--- config.mk ---
export PLATFORM = sky130hd
export DESIGN_NAME = controller
export DESIGN_NICKNAME = d
export VERILOG_FILES = /design/src/hdl/procPkg.sv /design/src/hdl/controller.sv
export SDC_FILE = /design/constraint.sdc
export NUM_CORES = 2
export LEC_CHECK = 0
export ABC_CLOCK_PERIOD_IN_PS = 7900
export BUFFER_PORTS_ARGS = -buffer_cell sky130_fd_sc_hd__buf_2
export CORE_ASPECT_RATIO = 0.9
export CORE_MARGIN = 10
export CORE_UTILIZATION = 55
export CTS_CLUSTER_DIAMETER = 150
export DETAILED_ROUTE_END_ITERATION = 8
export GPL_ROUTABILITY_DRIVEN = 0
export GPL_TIMING_DRIVEN = 0
export PLACE_DENSITY_LB_ADDON = 0.15
export SLEW_MARGIN = 20
export SYNTH_ARGS = -nofsm -noshare
export SYNTH_HDL_FRONTEND = slang
export SYNTH_SLANG_ARGS = --single-unit
--- constraint.sdc ---
create_clock -name clock -period 7.9 [get_ports clock]
set_input_delay 0.79 -clock clock [delete_from_list [all_inputs] [get_ports clock]]
set_output_delay 0.79 -clock clock [all_outputs]
set_load 0.005 [all_outputs]
--- src/hdl/procPkg.sv ---
/*
 * Processor package.
 * Widths, opcodes, ALU function codes, the instruction word with its two
 * decodings and the control struct passed from controller to datapath.
 */
package procPkg;

  localparam int dataW     = 16;  // Data and register width.
  localparam int regAddrW  = 4;   // Register index width.
  localparam int dataAddrW = 8;   // Data memory address width.
  localparam int progAddrW = 7;   // Program memory address width.

  typedef enum logic [3:0] {
    opNop = 4'd0, opLoad = 4'd1, opStore = 4'd2, opAdd = 4'd3, opSub = 4'd4,
    opAnd = 4'd5, opOr = 4'd6, opXor = 4'd7, opNot = 4'd8, opLdi = 4'd9,
    opHalt = 4'd15
  } opcodeT;  // Codes 10 to 14 run as no-ops.

  typedef enum logic [2:0] {
    aluPassA, aluAdd, aluSub, aluAnd, aluOr, aluXor, aluNotA, aluIncA
  } aluOpT;

  typedef struct packed {
    opcodeT              opcode;
    logic [regAddrW-1:0] rd;  // Destination.
    logic [regAddrW-1:0] ra;  // Source A.
    logic [regAddrW-1:0] rb;  // Source B.
  } regFmtT;

  typedef struct packed {
    opcodeT               opcode;
    logic [regAddrW-1:0]  regIdx;   // Register loaded or stored.
    logic [dataAddrW-1:0] addrImm;  // Data address or immediate.
  } memFmtT;

  typedef union packed {
    regFmtT regFmt;  // ALU instructions.
    memFmtT memFmt;  // Load, store and load-immediate.
  } instrT;

  typedef enum logic [1:0] {wbAlu, wbMem, wbImm} wbSelT;

  typedef struct packed {
    logic [dataAddrW-1:0] dAddr;   // Data memory address.
    logic                 dWr;     // Data memory write.
    wbSelT                wbSel;   // Writeback source.
    logic [regAddrW-1:0]  wAddr;   // Register write index.
    logic                 wWr;     // Register write.
    logic [regAddrW-1:0]  raAddr;  // Read port A index.
    logic [regAddrW-1:0]  rbAddr;  // Read port B index.
    aluOpT                aluOp;   // ALU function.
    logic [dataW-1:0]     imm;     // Zero-extended immediate.
  } ctrlT;

endpackage

--- src/hdl/controller.sv ---
`timescale 1ns/1ps
/*
 * Controller.
 * Program memory, program counter, instruction register and the
 * fetch/decode/execute FSM. Produces the datapath control struct
 * combinationally from the state and the instruction register.
 */
module controller (
  input  logic                          clock,     // System clock.
  input  logic                          rst,       // Synchronous reset.
  input  logic                          start,     // Run pulse.
  input  logic                          progWr,    // Program write enable.
  input  logic [procPkg::progAddrW-1:0] progAddr,  // Program write address.
  input  procPkg::instrT                progData,  // Program write word.
  output procPkg::ctrlT                 ctrl,      // Datapath commands.
  output logic                          done       // High while halted.
);

  typedef enum logic [2:0] {
    idle, fetch, decode, execute, writeBack, halted
  } stateT;

  procPkg::instrT progMem [2**procPkg::progAddrW];  // Program storage.
  procPkg::instrT progQ;                            // Word at pc, registered.
  procPkg::instrT ir;                               // Instruction register.
  logic [procPkg::progAddrW-1:0] pc;                // Program counter.
  stateT state;

  function automatic procPkg::aluOpT aluOpFor(procPkg::opcodeT op);
    case (op)
      procPkg::opAdd: return procPkg::aluAdd;
      procPkg::opSub: return procPkg::aluSub;
      procPkg::opAnd: return procPkg::aluAnd;
      procPkg::opOr:  return procPkg::aluOr;
      procPkg::opXor: return procPkg::aluXor;
      procPkg::opNot: return procPkg::aluNotA;
      default:        return procPkg::aluPassA;
    endcase
  endfunction

  always_ff @(posedge clock) begin
    if (progWr) begin
      progMem[progAddr] <= progData;  // Loader port.
    end
    progQ <= progMem[pc];  // Valid in decode.
  end

  always_ff @(posedge clock) begin
    if (state == decode) begin
      ir <= progQ;
    end
  end

  always_ff @(posedge clock) begin
    if (rst) begin
      state <= idle;
      pc    <= '0;
    end else begin
      case (state)
        idle, halted: begin
          if (start) begin
            pc    <= '0;  // Restart from the first word.
            state <= fetch;
          end
        end
        fetch: state <= decode;
        decode: begin
          pc <= pc + 1'b1;  // Wraps at the end of program memory.
          if (progQ.regFmt.opcode == procPkg::opHalt) begin
            state <= halted;
          end else begin
            state <= execute;
          end
        end
        execute: begin
          if (ir.memFmt.opcode == procPkg::opLoad) begin
            state <= writeBack;  // Wait for the registered read.
          end else begin
            state <= fetch;
          end
        end
        writeBack: state <= fetch;
        default: state <= idle;
      endcase
    end
  end

  always_comb begin
    ctrl = '0;  // No writes outside execute and writeback.
    if (state == execute) begin
      case (ir.regFmt.opcode)
        procPkg::opAdd, procPkg::opSub, procPkg::opAnd,
        procPkg::opOr, procPkg::opXor, procPkg::opNot: begin
          ctrl.raAddr = ir.regFmt.ra;
          ctrl.rbAddr = ir.regFmt.rb;
          ctrl.aluOp  = aluOpFor(ir.regFmt.opcode);
          ctrl.wbSel  = procPkg::wbAlu;
          ctrl.wAddr  = ir.regFmt.rd;
          ctrl.wWr    = 1'b1;
        end
        procPkg::opLdi: begin
          ctrl.imm   = {{(procPkg::dataW - procPkg::dataAddrW){1'b0}}, ir.memFmt.addrImm};
          ctrl.wbSel = procPkg::wbImm;
          ctrl.wAddr = ir.memFmt.regIdx;
          ctrl.wWr   = 1'b1;
        end
        procPkg::opStore: begin
          ctrl.raAddr = ir.memFmt.regIdx;  // Port A carries the store data.
          ctrl.dAddr  = ir.memFmt.addrImm;
          ctrl.dWr    = 1'b1;
        end
        procPkg::opLoad: ctrl.dAddr = ir.memFmt.addrImm;
        procPkg::opNop: ;
        default: ;  // Unknown codes do nothing.
      endcase
    end else if (state == writeBack) begin
      ctrl.dAddr = ir.memFmt.addrImm;
      ctrl.wbSel = procPkg::wbMem;
      ctrl.wAddr = ir.memFmt.regIdx;
      ctrl.wWr   = 1'b1;
    end
  end

  assign done = (state == halted);

endmodule

==> metrics.md <==
| Metric | Value |
|---|---|
| Final Setup Violations | `0` |
| DR iter-0 viols | `5,621` |
| Die Y | `381.7 µm` |
| Total global-route track usage | `24.90%` |
| DRT Pass-1 Iters | `5` |
| Vias | `37,160` |
| Cell mode on critical path | `mux4_2` |
| Setup Crit Path Kind | `register to register` |
| Clk pwr share | `41.3%` |
| CTS tree | `yes` |
| HP Class | `input port to register` |
| Area used by multi-input combinational logic | `17,000 µm²` |
| Metal1 wirelength | `78,630 µm` |
| # DRC | `0` |
| Unrepaired setup endpoints after global routing | `false` |
| Critical Path RT | `8610 ps` |
| Synth Register Bits | `2,090` |
| Starting Density | `55.45%` |
| Worst-Margin Slew | `1216 ps` |
| Layout cells sized above 1 | `35.48%` |
| Pwr Density | `247.1 nW/µm²` |
| Top Metal Used | `met5` |
| WL met2 | `94,800 µm` |
| Core box area | `144,200 µm²` |
| Dominant synthesized flop cell | `edfxtp_1` |
| Crit path cell chain | `clkbuf_1 > clkbuf_2 > buf_1 > mux4_2 > mux4_2 > mux4_2 > mux2_2` |
| Max Root-Sink Buffers | `3` |
| Commonest cells after routing, fill and taps aside | `edfxtp_1 (2,064), mux4_2 (672), clkbuf_16 (202), clkbuf_1 (148), nor2_2 (116)` |
| Slew Viols, Final | `0` |
| Htree depth | `4` |
| Cells after synthesis | `3,229` |
| NetSw | `4668 µW` |
| Vias/cell | `6.489` |
| Outcome | `completed` |
| Highest Clock Rate | `205.8 MHz` |
| Routed Antenna Nets | `0` |
| Switch share | `20.72%` |
| Final critical-path required period | `4858 ps` |
| VDD IR-drop max | `222.9 µV` |
| Yosys top cell by area | `edfxtp_1` |
| EDFF count, synth | `2,064` |
| Yosys cell types | `42` |
| Final wirelength | `200,100 µm` |
| Synth-to-Final Area Change | `14.03%` |
| Number of hold buffers added after cts | `0` |
| Slew HR | `18.92%` |
| Sequential Power Share | `54.4%` |
| Clock latency on the worst-skew pair | `830 ps` |
| # clock sinks | `2,090` |
| First-pass GRT wire length | `284,100 µm` |
| Post-CTS setup buffers | `0` |
| Max Cap Viol | `0` |
| CP Data Arrival Time | `5560 ps` |
| Post-synthesis cell area | `79,940 µm²` |
| CP peak stage delay | `890 ps` |
| Hold_ws | `357.2 ps` |
| Power Total | `22,520 µW` |
| DIE AREA | `161,000 µm²` |
| Reg area | `62,500 µm²` |
| Combinational power share | `4.3%` |
| Commonest non-fill, non-tap cell in the layout | `edfxtp_1` |
| Leakage | `0.02740 µW` |
| Register area share after synthesis | `78.18%` |
| Largest net degree at the start of global routing | `97` |
| Post-CTS sizing | `0` |
| Final period util | `61.50%` |
| Internal power | `17,860 µW` |
| Nets | `3,636` |
| Area share of the largest cell type after synthesis | `77.53%` |
| Vias in the first global route | `37,420` |
| PortBufs | `57` |
| Fin. Hold Viols | `0` |
| Syn_area_per_cell | `24.76 µm²` |
| FFs w/ async S/R, synth | `0%` |
| Startpoint Class | `register` |
| Syn. warnings | `0` |
| Top cells by area, synth | `edfxtp_1 (78%), mux4_2 (19%), dfxtp_1 (0.65%)` |
| Row cnt | `132` |
| # IOs | `71` |
| DP HPWL | `137,400 µm` |
| DR WL met3 | `19,810 µm` |
| CP max-delay cell | `buf_1` |
| Avg WL per Cell | `34.94 µm` |
| Clock root buffer | `clkbuf_16` |
| Total CTS buffers | `199` |
| Filler instances | `9,402` |
| CP Capture Type | `register` |
| Layout Skew | `33.97 ps` |
| Clock Pin Slew Worst Setup and Hold Paths | `60 ps` |
| Antenna violations before repair | `24` |
| GRT Residual Overflow | `0` |
| Maximum net fanout on the critical path | `10` |
| Die width | `421.9 µm` |
| Setup_tns | `0 ps` |
==> layer usage <==
layer	vias to the layer above	global-route usage, %
met4	6	7.931
met1	20090	35.87
li1	14770	-
met3	330	5.596
met5	-	0
met2	1966	38.42
==> critical path: cells and delay by family, from the launching register on <==
kind | cells | cell delay [ps]
DFF | 1 | 350
buffers and inverters | 3 | 2370
muxes | 4 | 1970
==> final cells by class <==
type / count / area share (%)
sequential: 2090 / 68.56
multi-input combinational: 961 / 18.65
clock buffer: 265 / 5.815
tap: 1943 / 2.667
timing repair buffer: 171 / 2.208
clock inverter: 102 / 1.130
buffer: 181 / 0.9251
antenna: 10 / 0.02745
inverter: 4 / 0.01647
==> cells by family after synthesis <==
logic type | Yosys count | share of synthesized area [%]
AOI/OAI and AO/OA | 30 | 0.2473
and+or+nand+nor | 233 | 1.340
muxes | 689 | 19.17
DFF | 2090 | 78.18
other | 1 | 0.004691
buffers and inverters | 185 | 1.042
adders and majority gates | 1 | 0.01565
==> power by group through the flow <==
stage | sequential [µW] | combinational, µW | clock, µW
final | 12300 | 961 | 9310
after global routing | 12200 | 1010 | 9900
after CTS | 12300 | 967 | 9430
after detailed placement | 12500 | 964 | 0
after global placement | 12500 | 890 | 0
after floorplan | 12500 | 486 | 0
==> cell usage after synthesis (2+ instances only) <==
master    count
nor2b_1       8
dfxtp_1      26
a22o_1        4
mux4_2      672
nor3_1       10
nand4_1       4
mux2_2       16
buf_6         2
nand3b_1      4
o21bai_1      2
and3_1        6
and3b_1       2
nand2b_1      2
buf_2        39
buf_1        16
edfxtp_1   2064
o21ai_0       5
nor2_1      132
or3b_2        2
and2_1       22
inv_1         4
a41oi_1       2
or3_1         2
a21oi_1      10
nand2_1      20
buf_4        20
clkbuf_1    104
a211oi_1      2
nand3_1      14
==> worst paths after layout <==
kind / slack [ps] / startpoint / depth (start not counted) / to
max: 3040 / pc[2] / 7 / progQ[9]
min: 360 / start / 4 / state[2]
max reg2reg: 3040 / pc[2] / 7 / progQ[9]
min reg2reg: 410 / progQ[4] / 0 / ir[4]
==> state kept, by name, indices dropped and copies added, names as in the netlist <==
name,count
state,3
ir,16
pc,7
progMem,2048
progQ,16
==> metrics by stage <==
| stage | instances | worst slack [ps] | cell area (µm²) | util [%] |
|---|---|---|---|---|
| detailed placement | 5350 | 3129 | 84790 | 58.81 |
| global placement | 5236 | 2516 | 82690 | 57.35 |
| CTS | 5717 | 3128 | 91120 | 63.20 |
| floorplan | 3236 | 4983 | 79970 | - |
| finish | 5727 | 3042 | 91160 | 63.22 |
| global route | 5718 | 3013 | 91140 | 63.21 |
Note: power is estimated with default switching activity, not from simulation.
