`config.mk`:
```
export PLATFORM = sky130hd
export DESIGN_NAME = datapath
export DESIGN_NICKNAME = d
export VERILOG_FILES = /design/src/hdl/procPkg.sv /design/src/hdl/registerFile.sv /design/src/hdl/alu.sv /design/src/hdl/dataRam.sv /design/src/hdl/datapath.sv
export SDC_FILE = /design/constraint.sdc
export NUM_CORES = 2
export LEC_CHECK = 0
export BUFFER_PORTS_ARGS = -buffer_cell sky130_fd_sc_hd__buf_2
export CORE_ASPECT_RATIO = 0.8
export CORE_UTILIZATION = 52
export CTS_BUF_LIST = sky130_fd_sc_hd__clkbuf_8
export DETAILED_ROUTE_END_ITERATION = 6
export MAX_ROUTING_LAYER = met4
export PLACE_DENSITY = 0.67
export SLEW_MARGIN = 30
export SYNTH_ARGS = -nofsm -noshare
export SYNTH_HDL_FRONTEND = slang
export SYNTH_MEMORY_MAX_BITS = 65536
export SYNTH_SLANG_ARGS = --single-unit
```
`constraint.sdc`:
```
create_clock -name clock -period 10.78 [get_ports clock]
set_input_delay 1.078 -clock clock [delete_from_list [all_inputs] [get_ports clock]]
set_output_delay 1.078 -clock clock [all_outputs]
set_load 0.01 [all_outputs]
```
`src/hdl/procPkg.sv`:
```
/*
 * Processor package.
 * Widths, opcodes, ALU function codes, the instruction word with its two
 * decodings and the control struct passed from controller to datapath.
 */
package procPkg;

  localparam int dataW     = 16;  // Data and register width.
  localparam int regAddrW  = 4;   // Register index width.
  localparam int dataAddrW = 8;   // Data memory address width.
  localparam int progAddrW = 7;   // Program memory address width.

  typedef enum logic [3:0] {
    opNop = 4'd0, opLoad = 4'd1, opStore = 4'd2, opAdd = 4'd3, opSub = 4'd4,
    opAnd = 4'd5, opOr = 4'd6, opXor = 4'd7, opNot = 4'd8, opLdi = 4'd9,
    opHalt = 4'd15
  } opcodeT;  // Codes 10 to 14 run as no-ops.

  typedef enum logic [2:0] {
    aluPassA, aluAdd, aluSub, aluAnd, aluOr, aluXor, aluNotA, aluIncA
  } aluOpT;

  typedef struct packed {
    opcodeT              opcode;
    logic [regAddrW-1:0] rd;  // Destination.
    logic [regAddrW-1:0] ra;  // Source A.
    logic [regAddrW-1:0] rb;  // Source B.
  } regFmtT;

  typedef struct packed {
    opcodeT               opcode;
    logic [regAddrW-1:0]  regIdx;   // Register loaded or stored.
    logic [dataAddrW-1:0] addrImm;  // Data address or immediate.
  } memFmtT;

  typedef union packed {
    regFmtT regFmt;  // ALU instructions.
    memFmtT memFmt;  // Load, store and load-immediate.
  } instrT;

  typedef enum logic [1:0] {wbAlu, wbMem, wbImm} wbSelT;

  typedef struct packed {
    logic [dataAddrW-1:0] dAddr;   // Data memory address.
    logic                 dWr;     // Data memory write.
    wbSelT                wbSel;   // Writeback source.
    logic [regAddrW-1:0]  wAddr;   // Register write index.
    logic                 wWr;     // Register write.
    logic [regAddrW-1:0]  raAddr;  // Read port A index.
    logic [regAddrW-1:0]  rbAddr;  // Read port B index.
    aluOpT                aluOp;   // ALU function.
    logic [dataW-1:0]     imm;     // Zero-extended immediate.
  } ctrlT;

endpackage

```
`src/hdl/registerFile.sv`:
```
`timescale 1ns/1ps
/*
 * Register file.
 * Sixteen 16-bit registers, two combinational read ports and one
 * synchronous write port. Register 0 is also presented on its own output.
 */
module registerFile (
  input  logic                          clock,   // System clock.
  input  logic                          rst,     // Clears all registers.
  input  logic [procPkg::dataW-1:0]     wData,   // Write data.
  input  logic [procPkg::regAddrW-1:0]  wAddr,   // Write index.
  input  logic                          wWr,     // Write enable.
  input  logic [procPkg::regAddrW-1:0]  raAddr,  // Port A index.
  input  logic [procPkg::regAddrW-1:0]  rbAddr,  // Port B index.
  output logic [procPkg::dataW-1:0]     raData,  // Port A data.
  output logic [procPkg::dataW-1:0]     rbData,  // Port B data.
  output logic [procPkg::dataW-1:0]     regZero  // Contents of register 0.
);

  logic [procPkg::dataW-1:0] regs [2**procPkg::regAddrW];  // Register array.

  always_ff @(posedge clock) begin
    if (rst) begin
      for (int i = 0; i < 2**procPkg::regAddrW; i++) begin
        regs[i] <= '0;  // Every register reads zero after reset.
      end
    end else if (wWr) begin
      regs[wAddr] <= wData;  // Lands at the end of the write cycle.
    end
  end

  assign raData  = regs[raAddr];  // Combinational read.
  assign rbData  = regs[rbAddr];
  assign regZero = regs[0];       // Result register.

endmodule

```
`src/hdl/alu.sv`:
```
`timescale 1ns/1ps
/*
 * ALU.
 * Eight combinational functions on two 16-bit operands.
 * Arithmetic wraps at the data width.
 */
module alu (
  input  logic [procPkg::dataW-1:0] a,   // Operand A.
  input  logic [procPkg::dataW-1:0] b,   // Operand B.
  input  procPkg::aluOpT            op,  // Function select.
  output logic [procPkg::dataW-1:0] y    // Result.
);

  always_comb begin
    case (op)
      procPkg::aluPassA: y = a;
      procPkg::aluAdd:   y = a + b;   // Carry out is dropped.
      procPkg::aluSub:   y = a - b;   // A minus B.
      procPkg::aluAnd:   y = a & b;
      procPkg::aluOr:    y = a | b;
      procPkg::aluXor:   y = a ^ b;
      procPkg::aluNotA:  y = ~a;
      procPkg::aluIncA:  y = a + 1'b1;
      default:           y = a;
    endcase
  end

endmodule

```
`src/hdl/dataRam.sv`:
```
`timescale 1ns/1ps
/*
 * Data memory.
 * 256 by 16-bit words, synchronous write and registered read.
 * A write cycle returns the old contents of the address.
 */
module dataRam (
  input  logic                           clock,  // System clock.
  input  logic [procPkg::dataAddrW-1:0]  addr,   // Word address.
  input  logic [procPkg::dataW-1:0]      wData,  // Write data.
  input  logic                           wr,     // Write enable.
  output logic [procPkg::dataW-1:0]      rData   // Read data, one cycle late.
);

  logic [procPkg::dataW-1:0] mem [2**procPkg::dataAddrW];  // Storage.

  always_ff @(posedge clock) begin
    if (wr) begin
      mem[addr] <= wData;
    end
    rData <= mem[addr];  // Read before write.
  end

endmodule

```
`src/hdl/datapath.sv`:
```
`timescale 1ns/1ps
/*
 * Datapath.
 * Register file feeding an ALU and a data memory side by side, with a
 * writeback selector that picks the ALU result, the memory word or the
 * immediate as the register write data.
 */
module datapath (
  input  logic                       clock,   // System clock.
  input  logic                       rst,     // Synchronous reset.
  input  procPkg::ctrlT              ctrl,    // Commands from the controller.
  output logic [procPkg::dataW-1:0]  regZero  // Register 0 contents.
);

  logic [procPkg::dataW-1:0] raData;  // Register port A.
  logic [procPkg::dataW-1:0] rbData;  // Register port B.
  logic [procPkg::dataW-1:0] aluY;    // ALU result.
  logic [procPkg::dataW-1:0] memQ;    // Data memory read word.
  logic [procPkg::dataW-1:0] wData;   // Register write data.

  registerFile uRegFile (
    .clock   (clock),
    .rst     (rst),
    .wData   (wData),
    .wAddr   (ctrl.wAddr),
    .wWr     (ctrl.wWr),
    .raAddr  (ctrl.raAddr),
    .rbAddr  (ctrl.rbAddr),
    .raData  (raData),
    .rbData  (rbData),
    .regZero (regZero)
  );

  alu uAlu (.a(raData), .b(rbData), .op(ctrl.aluOp), .y(aluY));

  dataRam uDataRam (
    .clock (clock),
    .addr  (ctrl.dAddr),
    .wData (raData),  // Stores take port A.
    .wr    (ctrl.dWr),
    .rData (memQ)
  );

  always_comb begin
    case (ctrl.wbSel)
      procPkg::wbMem: wData = memQ;      // Load writeback.
      procPkg::wbImm: wData = ctrl.imm;  // Load immediate.
      default:        wData = aluY;
    endcase
  end

endmodule

```
==> run metrics <==
hold path start ctrl[14]; number of synthesized register bits 4368; Final TNS setup 0 ns; Via Count 86200; pin count of the biggest net entering global routing 166; Syn-to-layout area delta 11.4%; CP Data Required Time 11.56 ns; Max H-tree Level 6; f_max 161 MHz; final RePlAce weighted congestion 0.897; worst hold path class input port to register; reg2reg end uRegFile.regs[10][11]$_SDFFCE_PN0P_; warnings from Yosys 0; gr usage total 0.279; CTS tree built; Post-DP HPWL 265000 um; Remaining Overflow, GRT 0; WL per Instance 34.7 um; crit path kind input port to register; worst-path fanout max 34; first drt pass iteration count 6; launching point of the worst reg2reg path uRegFile.regs[0][1]$_SDFFCE_PN0P_; share of the synthesized area in the top cell type 0.756; Pleak 60.8 nW; CTS max path bufs 4; fillcell total 23300; Tot Pwr 34.1 mW; Post-Route Utilization 0.585; Reg2Reg Depth 16; core box area 0.329 sq mm; Routed WL 455000 um; ANT nets after route 0; hold buffers post-CTS 0; Post-synth top cells edfxtp_1, mux4_2, nor2_1, clkbuf_1, buf_2; Hold Crit Depth 3; row count 188; Most used DFF post-synth edfxtp_1; Internal 26.0 mW; Clk pin slew, worst setup/hold paths 0.06 ns; Worst slew margin 0.275; die area 0.335 sq mm; sequential share of power 0.563; initial antenna violation count 22; DP Area 0.181 sq mm; Syn Nets 7664; outcome completed; Synth area leaders edfxtp_1, mux4_2, nor2_1; switching portion of total power 0.238; Die Width 647 um; DR vias/cell 6.57; Unique masters post-synth 78; pwr/cell area 177 mW/mm^2; Clk Latency, worst-skew pair 1.10 ns; Slew Viols, Final 0; register area share after synthesis 0.758; hold_ws 0.568 ns; vias in the first global route 85600; Final Worst Setup Slack 4.55 ns; Comb pwr share 0.078; Mean Syn Cell Area 22.8 sq um; CP startpoint kind input port; fraction of layout cells with a size suffix above 1 0.342; Final setup viols 0; Synth area leader edfxtp_1; number of port buffers 60; sw power 8.13 mW; Async SR Flop Fraction 0; fin area 0.193 sq mm; first-pass GRT wire length 640000 um; CTS sink cnt 4368; end of the worst hold path uRegFile.regs[1][14]$_SDFFCE_PN0P_; crit path capture type register; io pins 61; DR iter-0 viols 12200; synthesized cell area 0.173 sq mm; pre-CTS setup slack 3.49 ns; final worst path period share 0.578; max-cap viol count 0; Final Instance Count excl. Fillers 13100; RSZ-0062 raised after global routing no; Layout Skew 0.0813 ns; Worst R2R Setup Slack 5.09 ns; Peak supply drop 116 uV; DRC 0; CTS resizes 0; CTS Buf Count 651; post-CTS setup buffers 0; Arr. time, crit path 7.01 ns; Slew @ Worst Pin 1.08 ns; chip height 518 um; final net count 8322; # placed instances 11900; clock period minus worst slack 6.23 ns; number of synthesized flops with an enable pin 4352; Clk pwr share 0.359; Starting Density 0.525; final hold violations 0; count leader, synth edfxtp_1; Cells after Synth 7568; clk root buf clkbuf_8
-- worst max path at each step --
| stage | from | end | slack [ns] | cells after the start |
|---|---|---|---|---|
| final | ctrl[20] | uRegFile.regs[10][11]$_SDFFCE_PN0P_ | 4.55 | 20 |
| after global placement | ctrl[20] | uRegFile.regs[0][13]$_SDFFCE_PN0P_ | 3.50 | 20 |
| after detailed placement | ctrl[20] | uRegFile.regs[11][15]$_SDFFCE_PN0P_ | 3.49 | 20 |
| after CTS | ctrl[20] | uRegFile.regs[11][15]$_SDFFCE_PN0P_ | 4.67 | 20 |
| after global routing | ctrl[20] | uRegFile.regs[0][11]$_SDFFCE_PN0P_ | 4.25 | 20 |
| after floorplan | ctrl[24] | uRegFile.regs[10][12]$_SDFFCE_PN0P_ | 1.97 | 21 |
-- cell usage in the layout (no fill, tap or decap), drive strengths merged, types with 21 or more instances in the layout --
| cell type | n |
|---|---|
| nand3 | 42 |
| o21ai | 48 |
| diode | 23 |
| nor2 | 568 |
| a21oi | 53 |
| a211oi | 29 |
| mux4 | 1450 |
| nor3 | 33 |
| a221oi | 21 |
| clkinv | 233 |
| a22oi | 22 |
| nor2b | 28 |
| mux2i | 36 |
| nand2 | 88 |
| clkbuf | 671 |
| nand2b | 25 |
| ha | 50 |
| edfxtp | 4352 |
| inv | 262 |
| buf | 463 |
-- final cells by class --
class,count,area [sq um],area share
flip-flops and latches,4368,131000,0.680
multi-input cells,2691,40500,0.211
clock buffers,671,9240,0.0480
well taps,4370,5470,0.0284
repair buffers,463,3780,0.0196
clock inverters,468,2240,0.0116
inverters,51,199,0.00103
diodes,23,57.6,0.000299
-- registers in the layout, summed over array words and instances, names as in the netlist --
register,cells
uRegFile.regs,256
uDataRam.mem,4096
uDataRam.rData,16
-- layer usage --
layer,up-vias,global-route usage,share of wire,wire [um]
met1,46400,0.400,0.40,181000
met3,782,0.0676,0.11,51500
li1,33700,-,-,-
met5,-,-,0,0
met4,0,0.0764,0.029,13000
met2,5328,0.406,0.46,210000
-- worst max-delay path, stage by stage --
cell and delay, ns:
buf_2 0.52, buf_4 0.59, nor2b_1 0.60, a221oi_1 0.20, a22oi_1 0.20, o21ai_1 0.28
nor4_4 0.46, o21a_1 0.25, xnor2_1 0.14, nor2_1 0.05, ha_1 0.34, a21o_1 0.17
a21oi_1 0.22, nor2_1 0.09, a221oi_1 0.37, nor2b_1 0.22, xnor2_1 0.10, a2111oi_0 0.41
or3_1 0.54, nor2_1 0.09
-- power by group through the flow --
| stage | Combinational [mW] | Sequential [mW] | Clock [mW] |
|---|---|---|---|
| floorplan | 1.57 | 19.6 | 0 |
| global placement | 2.53 | 19.6 | 0 |
| detailed placement | 2.62 | 19.6 | 0 |
| CTS | 2.62 | 19.2 | 12.4 |
| global route | 2.79 | 19.2 | 13.1 |
| finish | 2.66 | 19.2 | 12.3 |
-- kinds of logic (layout without fill, tap and decap cells) --
family	after synthesis	count (layout)	share of synthesized area
adder cells (fa/ha/maj)	51	51	0.00374
flip-flops	4368	4368	0.758
XOR/XNOR	23	23	0.00117
AND/OR/NAND/NOR	823	823	0.0201
AO/OA/AOI/OAI	295	295	0.0124
other	0	23	0
multiplexers	1499	1499	0.192
buffers and inverters	509	1653	0.0127
Power figures use the tool's default switching activity.
